## src/logic/trig_alignment_defs.svh

```systemverilog
`ifndef TRIG_ALIGNMENT_DEFS_SVH
`define TRIG_ALIGNMENT_DEFS_SVH

// Front-end chips feeding the trigger path.
`define TA_NUM_FATS 24

// Serial data lines per chip.
`define TA_LINES_PER_FAT 8

// Bits carried by each line between two start-of-frame marks.
`define TA_FRAME_BITS 8

// Samples per bit period, taken at 0, 90, 180 and 270 degrees.
`define TA_PHASES 4

`endif
```

## src/logic/trig_alignment_pkg.sv

```systemverilog
`include "trig_alignment_defs.svh"

package trig_alignment_pkg;

  // Index of one sample phase within a bit period.
  typedef logic [$clog2(`TA_PHASES)-1:0] phase_sel_t;

  // Bit k holds the sample taken at phase k.
  typedef logic [`TA_PHASES-1:0] line_samples_t;

  // All inputs of one chip for one bit period.
  typedef struct packed {
    line_samples_t                         sof;
    line_samples_t [`TA_LINES_PER_FAT-1:0] data;
  } fat_samples_t;

  // One recovered trigger word.
  // Line l sits in byte l, first received bit in the byte MSB.
  typedef struct packed {
    logic                                          valid;
    logic [`TA_LINES_PER_FAT*`TA_FRAME_BITS-1:0]   sbits;
  } fat_frame_t;

  // Error flags of one chip.
  typedef struct packed {
    logic                         alignment_err;
    logic                         sof_phase_err;
    logic [`TA_LINES_PER_FAT-1:0] phase_err;
  } fat_status_t;

endpackage

```

## src/logic/fat_receiver.sv

```systemverilog
`include "trig_alignment_defs.svh"

module fat_receiver (
  input  logic                             clock,
  input  logic                             arst_n,
  input  trig_alignment_pkg::fat_samples_t samples,
  input  logic                             mask,
  output trig_alignment_pkg::fat_frame_t   frame,
  output trig_alignment_pkg::fat_status_t  status
);
  import trig_alignment_pkg::*;

  phase_sel_t                   fat_phase_sel; // Shared by all lines of the chip.
  logic                         sof_bit;
  logic                         sof_phase_err;
  logic [`TA_LINES_PER_FAT-1:0] data_bits;
  logic [`TA_LINES_PER_FAT-1:0] data_phase_err;
  logic                         alignment_err;

  // Start-of-frame line picks the phase.
  oversampler #(
    .PHASE_SEL_MANUAL (0)
  ) i_sof_oversampler (
    .clock         (clock),
    .arst_n        (arst_n),
    .samples       (samples.sof),
    .phase_sel_in  (phase_sel_t'(0)),
    .phase_sel_out (fat_phase_sel),
    .d             (sof_bit),
    .phase_err     (sof_phase_err)
  );

  generate
    for (genvar iline = 0; iline < `TA_LINES_PER_FAT; iline++) begin : g_line
      oversampler #(
        .PHASE_SEL_MANUAL (1)
      ) i_data_oversampler (
        .clock         (clock),
        .arst_n        (arst_n),
        .samples       (samples.data[iline]),
        .phase_sel_in  (fat_phase_sel),
        .phase_sel_out (),
        .d             (data_bits[iline]),
        .phase_err     (data_phase_err[iline])
      );
    end
  endgenerate

  frame_aligner i_frame_aligner (
    .clock         (clock),
    .arst_n        (arst_n),
    .d             (data_bits),
    .sof           (sof_bit),
    .mask          (mask),
    .frame         (frame),
    .alignment_err (alignment_err)
  );

  assign status.alignment_err = alignment_err;
  assign status.sof_phase_err = sof_phase_err;
  assign status.phase_err     = data_phase_err;

endmodule

```

## src/logic/frame_aligner.sv

```systemverilog
`include "trig_alignment_defs.svh"

module frame_aligner (
  input  logic                           clock,
  input  logic                           arst_n,
  input  logic [`TA_LINES_PER_FAT-1:0]   d,
  input  logic                           sof,
  input  logic                           mask,
  output trig_alignment_pkg::fat_frame_t frame,
  output logic                           alignment_err
);
  import trig_alignment_pkg::*;

  localparam int               CNT_W    = $clog2(`TA_FRAME_BITS);
  localparam logic [CNT_W-1:0] LAST_BIT = CNT_W'(`TA_FRAME_BITS - 1);

  logic [`TA_FRAME_BITS-1:0] shift_q [`TA_LINES_PER_FAT];

  logic [CNT_W-1:0] cnt_q;    // Position of the previous bit in its frame.
  logic [CNT_W-1:0] cnt_next; // Position of the bit arriving now.
  logic             locked_q;
  logic             locked_next;
  logic             misplaced;
  logic             missing;
  logic             complete;

  fat_frame_t frame_next;
  logic       valid_q;
  logic [`TA_LINES_PER_FAT*`TA_FRAME_BITS-1:0] sbits_q;

  // Frame position tracking.
  always_comb begin
    misplaced   = locked_q && sof && (cnt_q != LAST_BIT);  // Early or late marker.
    missing     = locked_q && !sof && (cnt_q == LAST_BIT); // No marker after the last bit.
    cnt_next    = sof ? '0 : cnt_q + 1'b1;
    locked_next = sof || (locked_q && !missing);
    complete    = locked_next && (cnt_next == LAST_BIT);
  end

  // Word assembled from the stored bits plus the bit arriving now.
  always_comb begin
    frame_next.valid = complete;
    for (int l = 0; l < `TA_LINES_PER_FAT; l++) begin
      frame_next.sbits[l*`TA_FRAME_BITS +: `TA_FRAME_BITS] =
        mask ? '0 : {shift_q[l][`TA_FRAME_BITS-2:0], d[l]};
    end
  end

  // First bit ends up in the MSB.
  always_ff @(posedge clock) begin
    for (int l = 0; l < `TA_LINES_PER_FAT; l++) begin
      shift_q[l] <= {shift_q[l][`TA_FRAME_BITS-2:0], d[l]};
    end
  end

  always_ff @(posedge clock or negedge arst_n) begin
    if (!arst_n) begin
      cnt_q         <= '0;
      locked_q      <= 1'b0;
      valid_q       <= 1'b0;
      alignment_err <= 1'b0;
    end else begin
      cnt_q         <= cnt_next;
      locked_q      <= locked_next; // Dropped on a missing marker.
      valid_q       <= frame_next.valid;
      alignment_err <= misplaced | missing;
    end
  end

  // Word holds until the next frame.
  always_ff @(posedge clock) begin
    if (complete) begin
      sbits_q <= frame_next.sbits;
    end
  end

  assign frame.valid = valid_q;
  assign frame.sbits = sbits_q;

  // Frames are eight bits long, so two words never follow back to back.
  a_valid_single: assert property (
    @(posedge clock) disable iff (!arst_n) frame.valid |=> !frame.valid
  ) else $error("frame_aligner: valid in consecutive cycles");

  // A word is only released eight bits after the marker that opened it.
  a_valid_after_sof: assert property (
    @(posedge clock) disable iff (!arst_n) frame.valid |-> $past(sof, `TA_FRAME_BITS)
  ) else $error("frame_aligner: valid without a start-of-frame marker");

endmodule

```

## src/logic/oversampler.sv

```systemverilog
`include "trig_alignment_defs.svh"

module oversampler #(
  parameter int PHASE_SEL_MANUAL = 0
) (
  input  logic                              clock,
  input  logic                              arst_n,
  input  trig_alignment_pkg::line_samples_t samples,
  input  trig_alignment_pkg::phase_sel_t    phase_sel_in,
  output trig_alignment_pkg::phase_sel_t    phase_sel_out,
  output logic                              d,
  output logic                              phase_err
);
  import trig_alignment_pkg::*;

  logic          last_sample; // Phase 3 sample of the previous bit.
  line_samples_t edges;       // Bit e set when sample e differs from its neighbour before it.
  phase_sel_t    sel_now;     // Phase used for the bit of this cycle.
  phase_sel_t    sel_check;   // Phase the edges are checked against.
  phase_sel_t    sel_after;
  logic          near_edge;

  // Edge at position 0 crosses the cycle boundary.
  always_comb begin
    edges[0] = samples[0] ^ last_sample;
    for (int e = 1; e < `TA_PHASES; e++) begin
      edges[e] = samples[e] ^ samples[e-1];
    end
  end

  generate
    if (PHASE_SEL_MANUAL != 0) begin : g_manual
      // Phase comes from the start-of-frame line of the same chip.
      assign sel_now   = phase_sel_in;
      assign sel_check = phase_sel_in;
    end else begin : g_auto
      phase_sel_t sel_q;
      phase_sel_t sel_next;

      // Sample half a bit away from the last edge seen.
      always_comb begin
        sel_next = sel_q;
        for (int e = 0; e < `TA_PHASES; e++) begin
          if (edges[e]) begin
            sel_next = phase_sel_t'(e + 2);
          end
        end
      end

      always_ff @(posedge clock or negedge arst_n) begin
        if (!arst_n) begin
          sel_q <= phase_sel_t'(2); // Mid-bit until the first edge.
        end else begin
          sel_q <= sel_next;
        end
      end

      assign sel_now   = sel_q;
      assign sel_check = sel_next; // Steered phase is checked.

      // A clean start-of-frame line never puts two edges in one bit,
      // so the steered phase always stays clear of them.
      a_auto_no_phase_err: assert property (
        @(posedge clock) disable iff (!arst_n) !phase_err
      ) else $error("oversampler: start-of-frame line has a glitch");
    end
  endgenerate

  assign sel_after     = sel_check + 1'b1;
  assign near_edge     = edges[sel_check] | edges[sel_after];
  assign phase_sel_out = sel_now;

  always_ff @(posedge clock or negedge arst_n) begin
    if (!arst_n) begin
      last_sample <= 1'b0;
      d           <= 1'b0;
      phase_err   <= 1'b0;
    end else begin
      last_sample <= samples[`TA_PHASES-1];
      d           <= samples[sel_now];
      phase_err   <= near_edge; // Sample sits on or just before an edge.
    end
  end

endmodule

```

## config.mk

```make
export PLATFORM = sky130hd
export DESIGN_NAME = fat_receiver
export DESIGN_NICKNAME = d
export VERILOG_FILES = /design/src/logic/trig_alignment_pkg.sv /design/src/logic/fat_receiver.sv /design/src/logic/frame_aligner.sv /design/src/logic/oversampler.sv
export VERILOG_INCLUDE_DIRS = /design/src /design/src/logic
export SDC_FILE = /design/constraint.sdc
export NUM_CORES = 1
export LEC_CHECK = 0
export ABC_AREA = 1
export ABC_CLOCK_PERIOD_IN_PS = 4700
export BUFFER_PORTS_ARGS = -buffer_cell sky130_fd_sc_hd__buf_2
export CAP_MARGIN = 10
export CORE_UTILIZATION = 45
export DETAILED_ROUTE_END_ITERATION = 12
export GPL_TIMING_DRIVEN = 0
export PLACE_DENSITY_LB_ADDON = 0.1
export SLEW_MARGIN = 25
export SYNTH_ARGS = -nofsm -noshare
export SYNTH_HDL_FRONTEND = slang
export SYNTH_HIERARCHICAL = 1
export SYNTH_SLANG_ARGS = --single-unit
```

## constraint.sdc

```tcl
create_clock -name clock -period 4.7 [get_ports clock]
set_clock_uncertainty 0.1 [all_clocks]
set_input_delay 0.705 -clock clock [delete_from_list [all_inputs] [get_ports clock]]
set_output_delay 0.705 -clock clock [all_outputs]
set_load 0.01 [all_outputs]
```

Yosys cells after proc, flatten, opt, wreduce, memory -nomap -nowiden
Memory sizes are Yosys's and may differ from the RTL's. Cells that the tools add are included.

Bits of input ports: 39. Bits in registers: 99. Bits in writable memories: 64. Memories kept: 1.

Reduce and logical (&&, ||, !) cells: 9. Bitwise operators: 46. Magnitude comparators: 4. Add/subtract/negate cells: 3. Equality and inequality tests: 3. Muxes and demuxes: 59.

Memories: i_frame_aligner.shift_q (words 8, width 8, rd ports 8, clocked after Yosys merged registers in 0, wr ports 8, line frame_aligner.sv:17) `` logic [`TA_FRAME_BITS-1:0] shift_q [`TA_LINES_PER_FAT]; ``.

Operators by type and width (count): $bmux 1 s2 (27); $xor 1x1->1 (36); $mux 1 (27); $lt 2x3->1 const B (4); $or 1x1->1 (10); $mux 2 (4); $eq 3x3->1 const B (2); $logic_and 1x1->1 (6); $add 2x1->2 const B (2); $add 3x1->3 const B (1); $mux 3 (1); $ne 3x3->1 const B (1); $logic_not 1->1 (2); $logic_or 1x1->1 (1).

Longest topological paths before layout
Gate-level depths: netlist of run 1.

Depth after elaboration: 9. Depth in mapped cells: 9. Mapped depth without buffers: 9.

By module
Netlist of run 1, hierarchy kept.

Modules (own cells, without submodules): frame_aligner (instances 1, cells each 280, sequential area each 3193.1 µm², area an instance 3847.4 µm²); oversampler (g_line[0].i_data_oversampler ...) (instances 8, cells each 37, sequential area each 75.1 µm², area an instance 224.0 µm²); oversampler (i_sof_oversampler) (instances 1, cells each 35, sequential area each 126.4 µm², area an instance 266.5 µm²); fat_receiver (instances 1, cells each 3, sequential area each 0.0 µm², area an instance 18.8 µm²).

Worst setup path after synthesis of run 1
No wires, ideal clock.

Kind: register to register. Start: reg i_frame_aligner.cnt_q[0]. End: reg i_frame_aligner.sbits_q[0] (enable). Data arrival time: 3.676 ns. Stages on the path, launching flop included: 7. Setup slack: 0.435 ns. Cell sequence: dfrtp_1 -> ha_1 -> ha_1 -> nand2_1 -> inv_1 -> nand2_1 -> nor2_1.

Longest elaborated chain between the ends: 6. Elaborated cells on any way between the ends: 9.

RTL lines: start, declared (line frame_aligner.sv:19) `logic [CNT_W-1:0] cnt_q;`; start signal, assigned (line frame_aligner.sv:63) `cnt_q <= cnt_next;`; branches (longest 5 deep; another with $add 3x1->3); $logic_and 1x1->1 (*) (line frame_aligner.sv:37) `complete = locked_next && (cnt_next == LAST_BIT);`; net i_frame_aligner.complete (line frame_aligner.sv:25) `logic complete;`; end signal, assigned (line frame_aligner.sv:73) `sbits_q <= frame_next.sbits;`; end, declared (line frame_aligner.sv:29) `` logic [`TA_LINES_PER_FAT*`TA_FRAME_BITS-1:0] sbits_q; ``.

Mark *: on every way through the listed nets, which the timed path passes. A chain may end at the register's enable or synchronous reset.

Final worst setup path of run 1
Start: reg i_frame_aligner.cnt_q[0]. End: reg i_frame_aligner.sbits_q[36], read port of i_frame_aligner.shift_q (enable).

The elaborated chain is that of the path after synthesis.

==> results of run 1 <==
==> flip-flops by register name, indices dropped and copies added (netlist names), 2 cells and up <==
signal and flops:
i_frame_aligner/sbits_q 64, i_frame_aligner/shift_q 56, g_line.i_data_oversampler/d 8, g_line.i_data_oversampler/last_sample 8, g_line.i_data_oversampler/phase_err 8, i_frame_aligner/cnt_q 3, i_sof_oversampler/phase_sel_out 2
==> area by class of cell <==
class	instances	area (um^2)	area share [%]
well taps	172	215.2	2.936
clock inverters	15	210.2	2.867
plain buffers	10	101.3	1.382
clock buffers	17	425.4	5.803
inverters	131	491.7	6.708
repair buffers	116	670.6	9.148
flip-flops and latches	155	3921	53.49
multi-input cells	301	1295	17.67
==> worst min path at each step <==
stage	to	slack (ns)	cells past startpoint
floorplan	i_frame_aligner/shift_q[0][10]	0.23	0
global placement	i_frame_aligner/shift_q[0][10]	0.23	0
detailed placement	i_frame_aligner/shift_q[1][17]	0.23	0
CTS	i_frame_aligner/shift_q[1][17]	0.25	0
global route	i_frame_aligner/shift_q[0][6]	0.25	0
finish	i_frame_aligner/shift_q[1][17]	0.25	0
==> metal layers <==
metal | vias up | global-route usage, % | share of wire, %
met2 | 123 | 26.63 | 48
met1 | 1798 | 19.05 | 43
met5 | - | 0 | 0
met3 | 15 | 6.224 | 7.1
met4 | 0 | 8.398 | 1.8
li1 | 2087 | - | -
==> metrics by stage <==
step           util (%)  instances
5_1_grt           58.33        917
4_1_cts           58.33        917
3_5_place_dp      53.27        885
2_1_floorplan         -        597
3_3_place_gp      52.32        881
6_report          58.33        917
==> power by group through the flow <==
stage               Sequential (mW)  Clock (mW)  Combinational, mW
floorplan                      1.73           0              0.228
global placement               1.73           0              0.361
detailed placement             1.72           0              0.402
CTS                            1.70        1.48              0.406
global route                   1.72        1.53              0.463
finish                         1.69        1.44              0.398
==> results.cfg, run 1 <==
[pwr]
p_sw_mw = 0.8580
p_clk_share_pct = 40.8
power_density_mw_per_mm2 = 481.5
power.leakage_nw = 3.669
p_sw_share_pct = 24.31
p_int_mw = 2.672
total_power_mw = 3.530
ir_drop_mv = 0.2368
power.share.combinational_pct = 11.3
p_seq_share_pct = 47.9

[setup_path]
crit_path_start = i_frame_aligner/cnt_q[0]
slowest_delay_ns = 0.38
slowest_stage = dfrtp_1
reg2reg_slack_ns = 2.48
cp.depth = 8
critical_path.cell_chain = ha_1 > ha_1 > nand2_1 > inv_1 > nand2_1 > nor2_4 > buf_16 > buf_16
crit_type = reg -> reg
r2r_end = i_frame_aligner/sbits_q[36]
cp_num_buf_inv = 3
r2r.worst_path.cells = 8
end_kind = flop
start_kind = flop
arrival_ns = 2.23
required_ns = 4.72
cpLargestDelayFamily = simple AND/OR/NAND/NOR gates
crit_fanout = 22
crit_end = i_frame_aligner/sbits_q[36]
regToRegStartpoint = i_frame_aligner/cnt_q[0]

[floorplan]
io_pins = 114
die_h_um = 115.5
dieArea_mm2 = 0.01335
die_x_um = 115.5
initial_core_util_pct = 46.15
rows = 41
coreArea_mm2 = 0.01257

[min_path]
hold_path.startpoint = i_frame_aligner/shift_q[1][16]
hp-class = reg -> reg

[placed_design]
place_area_mm2 = 0.006695
gp_congestion = 0.7559
dp_hpwl_mm = 6.989
port_buffers = 112
pre_cts_slack_ns = 2.465

[clock_network]
cts_buffer_depth = 2
cts_tree = built
path_clk_slew_ns = 0.06
root_buffer = clkbuf_16
clkLatencyLatePin_ns = 0.41
htreeDepth = 4
ctsHoldBuffers = 0
cts_buffers = 17
clkSinkCount = 155
cts_setup_buffers = 0
cts_resized = 0

[sta]
setup_violations = 0
finalHoldViolations = 0
rsz0062_at_grt = false
fmax_mhz = 451.2
worst_pin_slew_ns = 0.8054
setup_tns_ns = 0
slew_headroom_pct = 46.30
hold_ws_ns = 0.2457
min_period_over_period_pct = 47.16
fin_ws_ns = 2.484
finalMaxSlewViolations = 0
period_needed_ns = 2.216

[yosys]
ys.warnings.count = 6
syn_avg_cell_area_um2 = 9.716
synthesis.area_mm2 = 0.005801
synth_cells = 597
synthesis.nets = 638

[route]
drc = 0
vias = 4023
firstDrtPassIters = 4
wl_per_cell_um = 10.97
final_antenna_net_count = 0
routed_wl_mm = 10.06
via_per_inst = 4.387
drtIter0Drc = 267

[finish]
antenna_cells = 0
nets = 773
fillers = 1068
area_delta_synth_final_pct = 26.38
drive_gt1_share_pct = 22.68
final_common_cell = inv_1
stdcell_area_mm2 = 0.007331
final_cell_mix = 123 x inv_1, 119 x nand2_1, 112 x buf_2

[global_route]
grt_overflow = 0
grt_max_degree = 36
grt.total_usage_pct = 16.42
antenna_found_initial = 0
grt_pass1_wl_mm = 16.48
grt_pass1_vias = 3776

[outcome]
outcome = finished clean

[job]
cap_viol_max_count = 0
Power figures use the tool's default switching activity.
==> inputs of run 2 (changes only) <==
- ABC_AREA: 1 -> 0
- ABC_CLOCK_PERIOD_IN_PS: 4700 -> 1800
- clock period: 4.7 -> 1.8 ns (I/O delays scaled with it)
==> run 2 against run 1 <==
  * The run now ends with negative setup slack left
  * Combinational power up 120%
  * Critical endpoint is now i_frame_aligner/sbits_q[33]
  * Design area up 2.7%
  * Utilization up 3.6 points
  * Via count down 12%
  * Largest power group unchanged
  * Clock power up 150%
  * Critical path type unchanged
  * Setup slack worse by 2.7 ns
  * Worst hold slack worse by 0.15 ns
  * Critical path depth down 1
  * Sequential cell count unchanged
  * Die area down 2.2%
==> results.cfg, run 2 <==
[clock_network]
root_buffer = clkbuf_16
clkSinkCount = 155
cts_tree = built
cts_buffers = 17
clkLatencyLatePin_ns = 0.41
path_clk_slew_ns = 0.06
htreeDepth = 4
cts_buffer_depth = 2

[finish]
largest_reg_flops = 64
fin_util_pct = 61.93
area_delta_synth_final_pct = 32.86
antenna_cells = 0
nets = 587
fillers = 948
final_cell_mix = 111 x buf_2, 64 x nor2b_1, 64 x edfxtp_1
stdcell_area_mm2 = 0.007532
final_common_cell = buf_2
layoutNonFillerInstCount = 727
largest_registers = i_frame_aligner/sbits_q (64), i_frame_aligner/shift_q (56)
top_register = i_frame_aligner/sbits_q
drive_gt1_share_pct = 36.14

[setup_path]
end_kind = flop
start_kind = flop
crit_type = reg -> reg
arrival_ns = 1.99
cp_num_buf_inv = 3
slowest_delay_ns = 0.41
regToRegStartpoint = i_frame_aligner/cnt_q[0]
required_ns = 1.82
critical_path.cell_chain = ha_4 > ha_4 > nand2_4 > nor4_4 > buf_4 > buf_12 > buf_12
crit_fanout = 10
crit_path_start = i_frame_aligner/cnt_q[0]
cpLargestDelayFamily = adder cells
slowest_stage = dfrtp_1

[sta]
rsz0062_at_grt = true
slew_headroom_pct = 46.80
finalMaxSlewViolations = 0
fmax_mhz = 507.4
period_needed_ns = 1.971
worst_pin_slew_ns = 0.7980
finalHoldViolations = 0
setup_violations = 64
fin_ws_ns = -0.1710
min_period_over_period_pct = 109.5

[job]
cap_viol_max_count = 0

[global_route]
grt_max_degree = 67
grt_pass1_wl_mm = 15.66
grt_pass1_vias = 3358
grt.total_usage_pct = 15.87
globalRouteMet1Util_pct = 19.14
met3_usage_pct = 5.982
grt_use_met2_pct = 25.70
busiest_layer = met2
antenna_found_initial = 0
grt_overflow = 0

[pwr]
ir_drop_mv = 0.5961
p_sw_share_pct = 22.11
p_seq_share_pct = 48.3
power_density_mw_per_mm2 = 1144
power.share.combinational_pct = 10.3
p_clk_share_pct = 41.3
p_int_mw = 6.711
power.leakage_nw = 3.053
total_power_mw = 8.616
p_sw_mw = 1.905

[floorplan]
coreArea_mm2 = 0.01216
initial_core_util_pct = 46.62
dieArea_mm2 = 0.01305
die_x_um = 114.2
io_pins = 114
rows = 40
die_h_um = 114.2

[min_path]
hold_path.startpoint = samples[16]
hp-class = in -> reg

[outcome]
outcome = finished with violations
violations = negative setup slack

[yosys]
synth_cells = 381
ys.warnings.count = 6
syn_avg_cell_area_um2 = 14.88
synthesis.area_mm2 = 0.005669
synthesis.nets = 422

[route]
routed_wl_mm = 10.21
firstDrtPassIters = 6
drc = 0
wl_per_cell_um = 14.05
via_per_inst = 4.876
vias = 3545
drtIter0Drc = 106
final_antenna_net_count = 0

[placed_design]
gp_congestion = 0.7195
dp_hpwl_mm = 6.237
port_buffers = 111
place_inst = 666
place_area_mm2 = 0.006525
[run 2: path summary, 6_finish.rpt]
path | to | slack (ns) | cells after the start
hold / removal | g_line[4].i_data_oversampler/d | 0.10 | 2
max in group asynchronous | i_sof_oversampler/phase_sel_out[0] | 0.63 | 2
setup reg to reg | i_frame_aligner/sbits_q[33] | -0.17 | 7
hold reg to reg | i_frame_aligner/shift_q[0][28] | 0.24 | 0
setup / recovery | i_frame_aligner/sbits_q[33] | -0.17 | 7
min in group asynchronous | g_line[1].i_data_oversampler/last_sample | 0.39 | 2
[run 2: layout make-up]
cell class / instances / area, um^2 / area share [%]
tap: 168 / 210.2 / 2.791
buffer: 12 / 127.6 / 1.694
clock buffer: 19 / 432.9 / 5.748
timing repair buffer: 146 / 991.0 / 13.16
multi-input combinational: 213 / 1673 / 22.21
clock inverter: 13 / 166.4 / 2.209
inverter: 1 / 3.754 / 0.04983
sequential: 155 / 3928 / 52.14
[run 2: metrics by stage]
step | setup slack, ns | setup TNS, ns | hold WS [ns]
3_3_place_gp | -2.708 | -177.87 | 0.2265
2_1_floorplan | -1.754 | -113.92 | -0.1256
4_1_cts | -0.1478 | -7.428 | 0.07677
5_1_grt | -0.2493 | -12.37 | 0.08076
6_report | -0.1710 | -7.461 | 0.1003
3_5_place_dp | -0.5999 | -30.55 | 0.2282
[run 2: timing repair]
action	4_1_cts	5_1_grt
setup endpoints to repair	82	73
pin swaps	1	1
gates resized for setup	19	5
hold buffers	11	0
hold endpoints to repair	44	0
gates cloned	2	0
buffers inserted	15	6
[run 2: routing by layer]
layer / vias to the layer above / share of wire (%) / wire length [um]
met4: 0 / 1.4 / 139
met1: 1707 / 44 / 4527
met3: 15 / 5.2 / 529
met5: - / 0 / 0
li1: 1718 / - / -
met2: 105 / 49 / 5017
[run 2: power by group through the flow]
| stage | clock network (mW) | logic, mW | registers (mW) |
|---|---|---|---|
| floorplan | 0 | 0.426 | 4.26 |
| global placement | 0 | 0.677 | 4.26 |
| detailed placement | 0 | 0.715 | 4.27 |
| CTS | 3.63 | 0.817 | 4.19 |
| global route | 3.79 | 0.978 | 4.20 |
| finish | 3.56 | 0.891 | 4.16 |
==> inputs of run 3 (changes only) <==
- CORE_UTILIZATION: 45 -> 30
- CTS_BUF_LIST: not set -> sky130_fd_sc_hd__clkbuf_4
==> run 3 against run 2 <==
  * First-iteration DRC count is 35% higher
  * Combinational power grew 8.6%
  * Fmax down 2.5%
  * Largest power group unchanged
  * The run still ends with negative setup slack left
  * Worst hold slack got worse by 0.017 ns
  * Critical path type unchanged
  * Utilization shrank 20 points
  * Critical endpoint is now i_frame_aligner/sbits_q[36]
==> results.cfg, run 3 (synthesis gave the netlist of run 2 again) <==
[route]
wl_met3_um = 636
wl_met1_mm = 5.377
wl_met2_mm = 5.395
via_per_inst = 4.457
final_antenna_net_count = 0
highest_layer = met4
routed_wl_mm = 11.55
firstDrtPassIters = 4
vias = 3659
wl_per_cell_um = 14.07
drc = 0
drtIter0Drc = 143

[sta]
finalHoldViolations = 0
min_period_over_period_pct = 112.3
slew_headroom_pct = 40.30
finalMaxSlewViolations = 0
rsz0062_at_grt = true
fin_ws_ns = -0.2211
setup_violations = 58
setup_tns_ns = -9.555
period_needed_ns = 2.021
fmax_mhz = 494.8
worst_pin_slew_ns = 0.8955

[finish]
top_register = i_frame_aligner/sbits_q
final_cell_mix = 111 x buf_2, 64 x nor2b_1, 64 x edfxtp_1
fillers = 1772
fin_util_pct = 41.96
drive_gt1_share_pct = 35.36
area_delta_synth_final_pct = 35.22
nets = 619
largest_registers = i_frame_aligner/sbits_q (64), i_frame_aligner/shift_q (56)
largest_reg_flops = 64
final_common_cell = buf_2

[floorplan]
die_h_um = 139.5
dieArea_mm2 = 0.01945
initial_core_util_pct = 31.03
rows = 49
coreArea_mm2 = 0.01827
io_pins = 114
die_x_um = 139.5

[clock_network]
clkLatencyLatePin_ns = 0.52
clkSinkCount = 155
root_buffer = clkbuf_4
path_clk_slew_ns = 0.14
cts_tree = built
htreeDepth = 4
cts_buffers = 17
cts_buffer_depth = 2

[placed_design]
port_buffers = 111
pre_cts_slack_ns = -0.8538
gp_congestion = 0.7288
dp_hpwl_mm = 7.031

[setup_path]
arrival_ns = 2.17
start_kind = flop
end_kind = flop
required_ns = 1.94
critical_path.cell_chain = ha_4 > ha_4 > nand2_4 > nor4_4 > buf_6 > buf_8 > buf_8 > buf_8
crit_type = reg -> reg
crit_fanout = 8
crit_top_cell = buf_8
slowest_stage = dfrtp_1
slowest_delay_ns = 0.43

[global_route]
grt.total_usage_pct = 11.79
grt_overflow = 0
antenna_found_initial = 1
grt_pass1_vias = 3546
grt_pass1_wl_mm = 17.56
grt_max_degree = 67

[pwr]
power_density_mw_per_mm2 = 977.1
total_power_mw = 7.491
ir_drop_mv = 0.4072
power.leakage_nw = 3.084

[job]
cap_viol_max_count = 0

[outcome]
violations = negative setup slack
outcome = finished with violations

[min_path]
hp-class = in -> reg
-- run 3: cell types whose count changed in the layout (fill, tap and decap cells not counted), moves of 2 or more --
cell           delta
dlygate4sd3_1    +27
clkbuf_16        -17
clkbuf_4         +17
buf_4             +3
buf_8             +3
inv_6             +3
buf_12            -2
clkbuf_1          -2
clkinv_4          -2
inv_8             +2
-- run 3: layout make-up --
type | instances | area, um^2 | area share (%)
inverters | 1 | 3.754 | 0.04896
flip-flops and latches | 155 | 3928 | 51.23
plain buffers | 12 | 127.6 | 1.665
diodes | 1 | 2.502 | 0.03264
multi-input cells | 213 | 1673 | 21.82
clock buffers | 17 | 127.6 | 1.665
well taps | 229 | 286.5 | 3.738
clock inverters | 15 | 201.4 | 2.628
repair buffers | 178 | 1316 | 17.17
-- run 3: worst paths after layout --
path,startpoint,endpoint,slack [ns],cells past startpoint
worst min-delay path,samples[26],g_line[6].i_data_oversampler/d,0.08,2
worst max-delay path,i_frame_aligner/cnt_q[0],i_frame_aligner/sbits_q[36],-0.22,8
worst min register to register,i_frame_aligner/shift_q[1][4],i_frame_aligner/shift_q[1][5],0.23,0
worst max register to register,i_frame_aligner/cnt_q[0],i_frame_aligner/sbits_q[36],-0.22,8
max in group asynchronous,arst_n,i_sof_oversampler/phase_sel_out[0],0.67,2
min in group asynchronous,arst_n,i_sof_oversampler/phase_err,0.29,2
-- run 3: repair_timing --
| action | CTS | global route |
|---|---|---|
| setup endpoints to repair | 82 | 72 |
| hold endpoints to repair | 67 | 1 |
| cloned | 2 | 0 |
| buffers inserted | 13 | 11 |
| gates resized for setup | 16 | 7 |
| hold buffers | 37 | 1 |
| pin swaps | 3 | 3 |
-- run 3: critical path: cells and delay by family (launching register included) --
kind                     cells  cell delay, ns
AND/OR/NAND/NOR              2            0.28
flip-flops                   1            0.43
buffers and inverters        4            0.50
adder cells (fa/ha/maj)      2            0.43
-- run 3: metrics by stage --
| stage | area (um^2) | cells | hold WS, ns |
|---|---|---|---|
| after floorplan | 5703 | 381 | -0.1256 |
| after global placement | 6545 | 721 | 0.2248 |
| after detailed placement | 6616 | 728 | 0.2275 |
| after CTS | 7559 | 812 | 0.002409 |
| after global routing | 7666 | 821 | 0.003736 |
| final | 7666 | 821 | 0.08316 |
-- run 3: power breakdown --
part	leakage (nW)	switching (mW)	internal [mW]	total, mW
logic	1.44	0.422	0.546	0.968
registers	1.47	0.133	4.01	4.15
clock network	0.176	1.36	1.02	2.38
total	3.08	1.91	5.58	7.49
-- run 3: routing by layer --
metal,vias to the layer above,global-route usage (%)
met2,109,18.54
met4,0,4.561
met3,11,4.233
li1,1784,-
met5,-,0
met1,1755,14.76
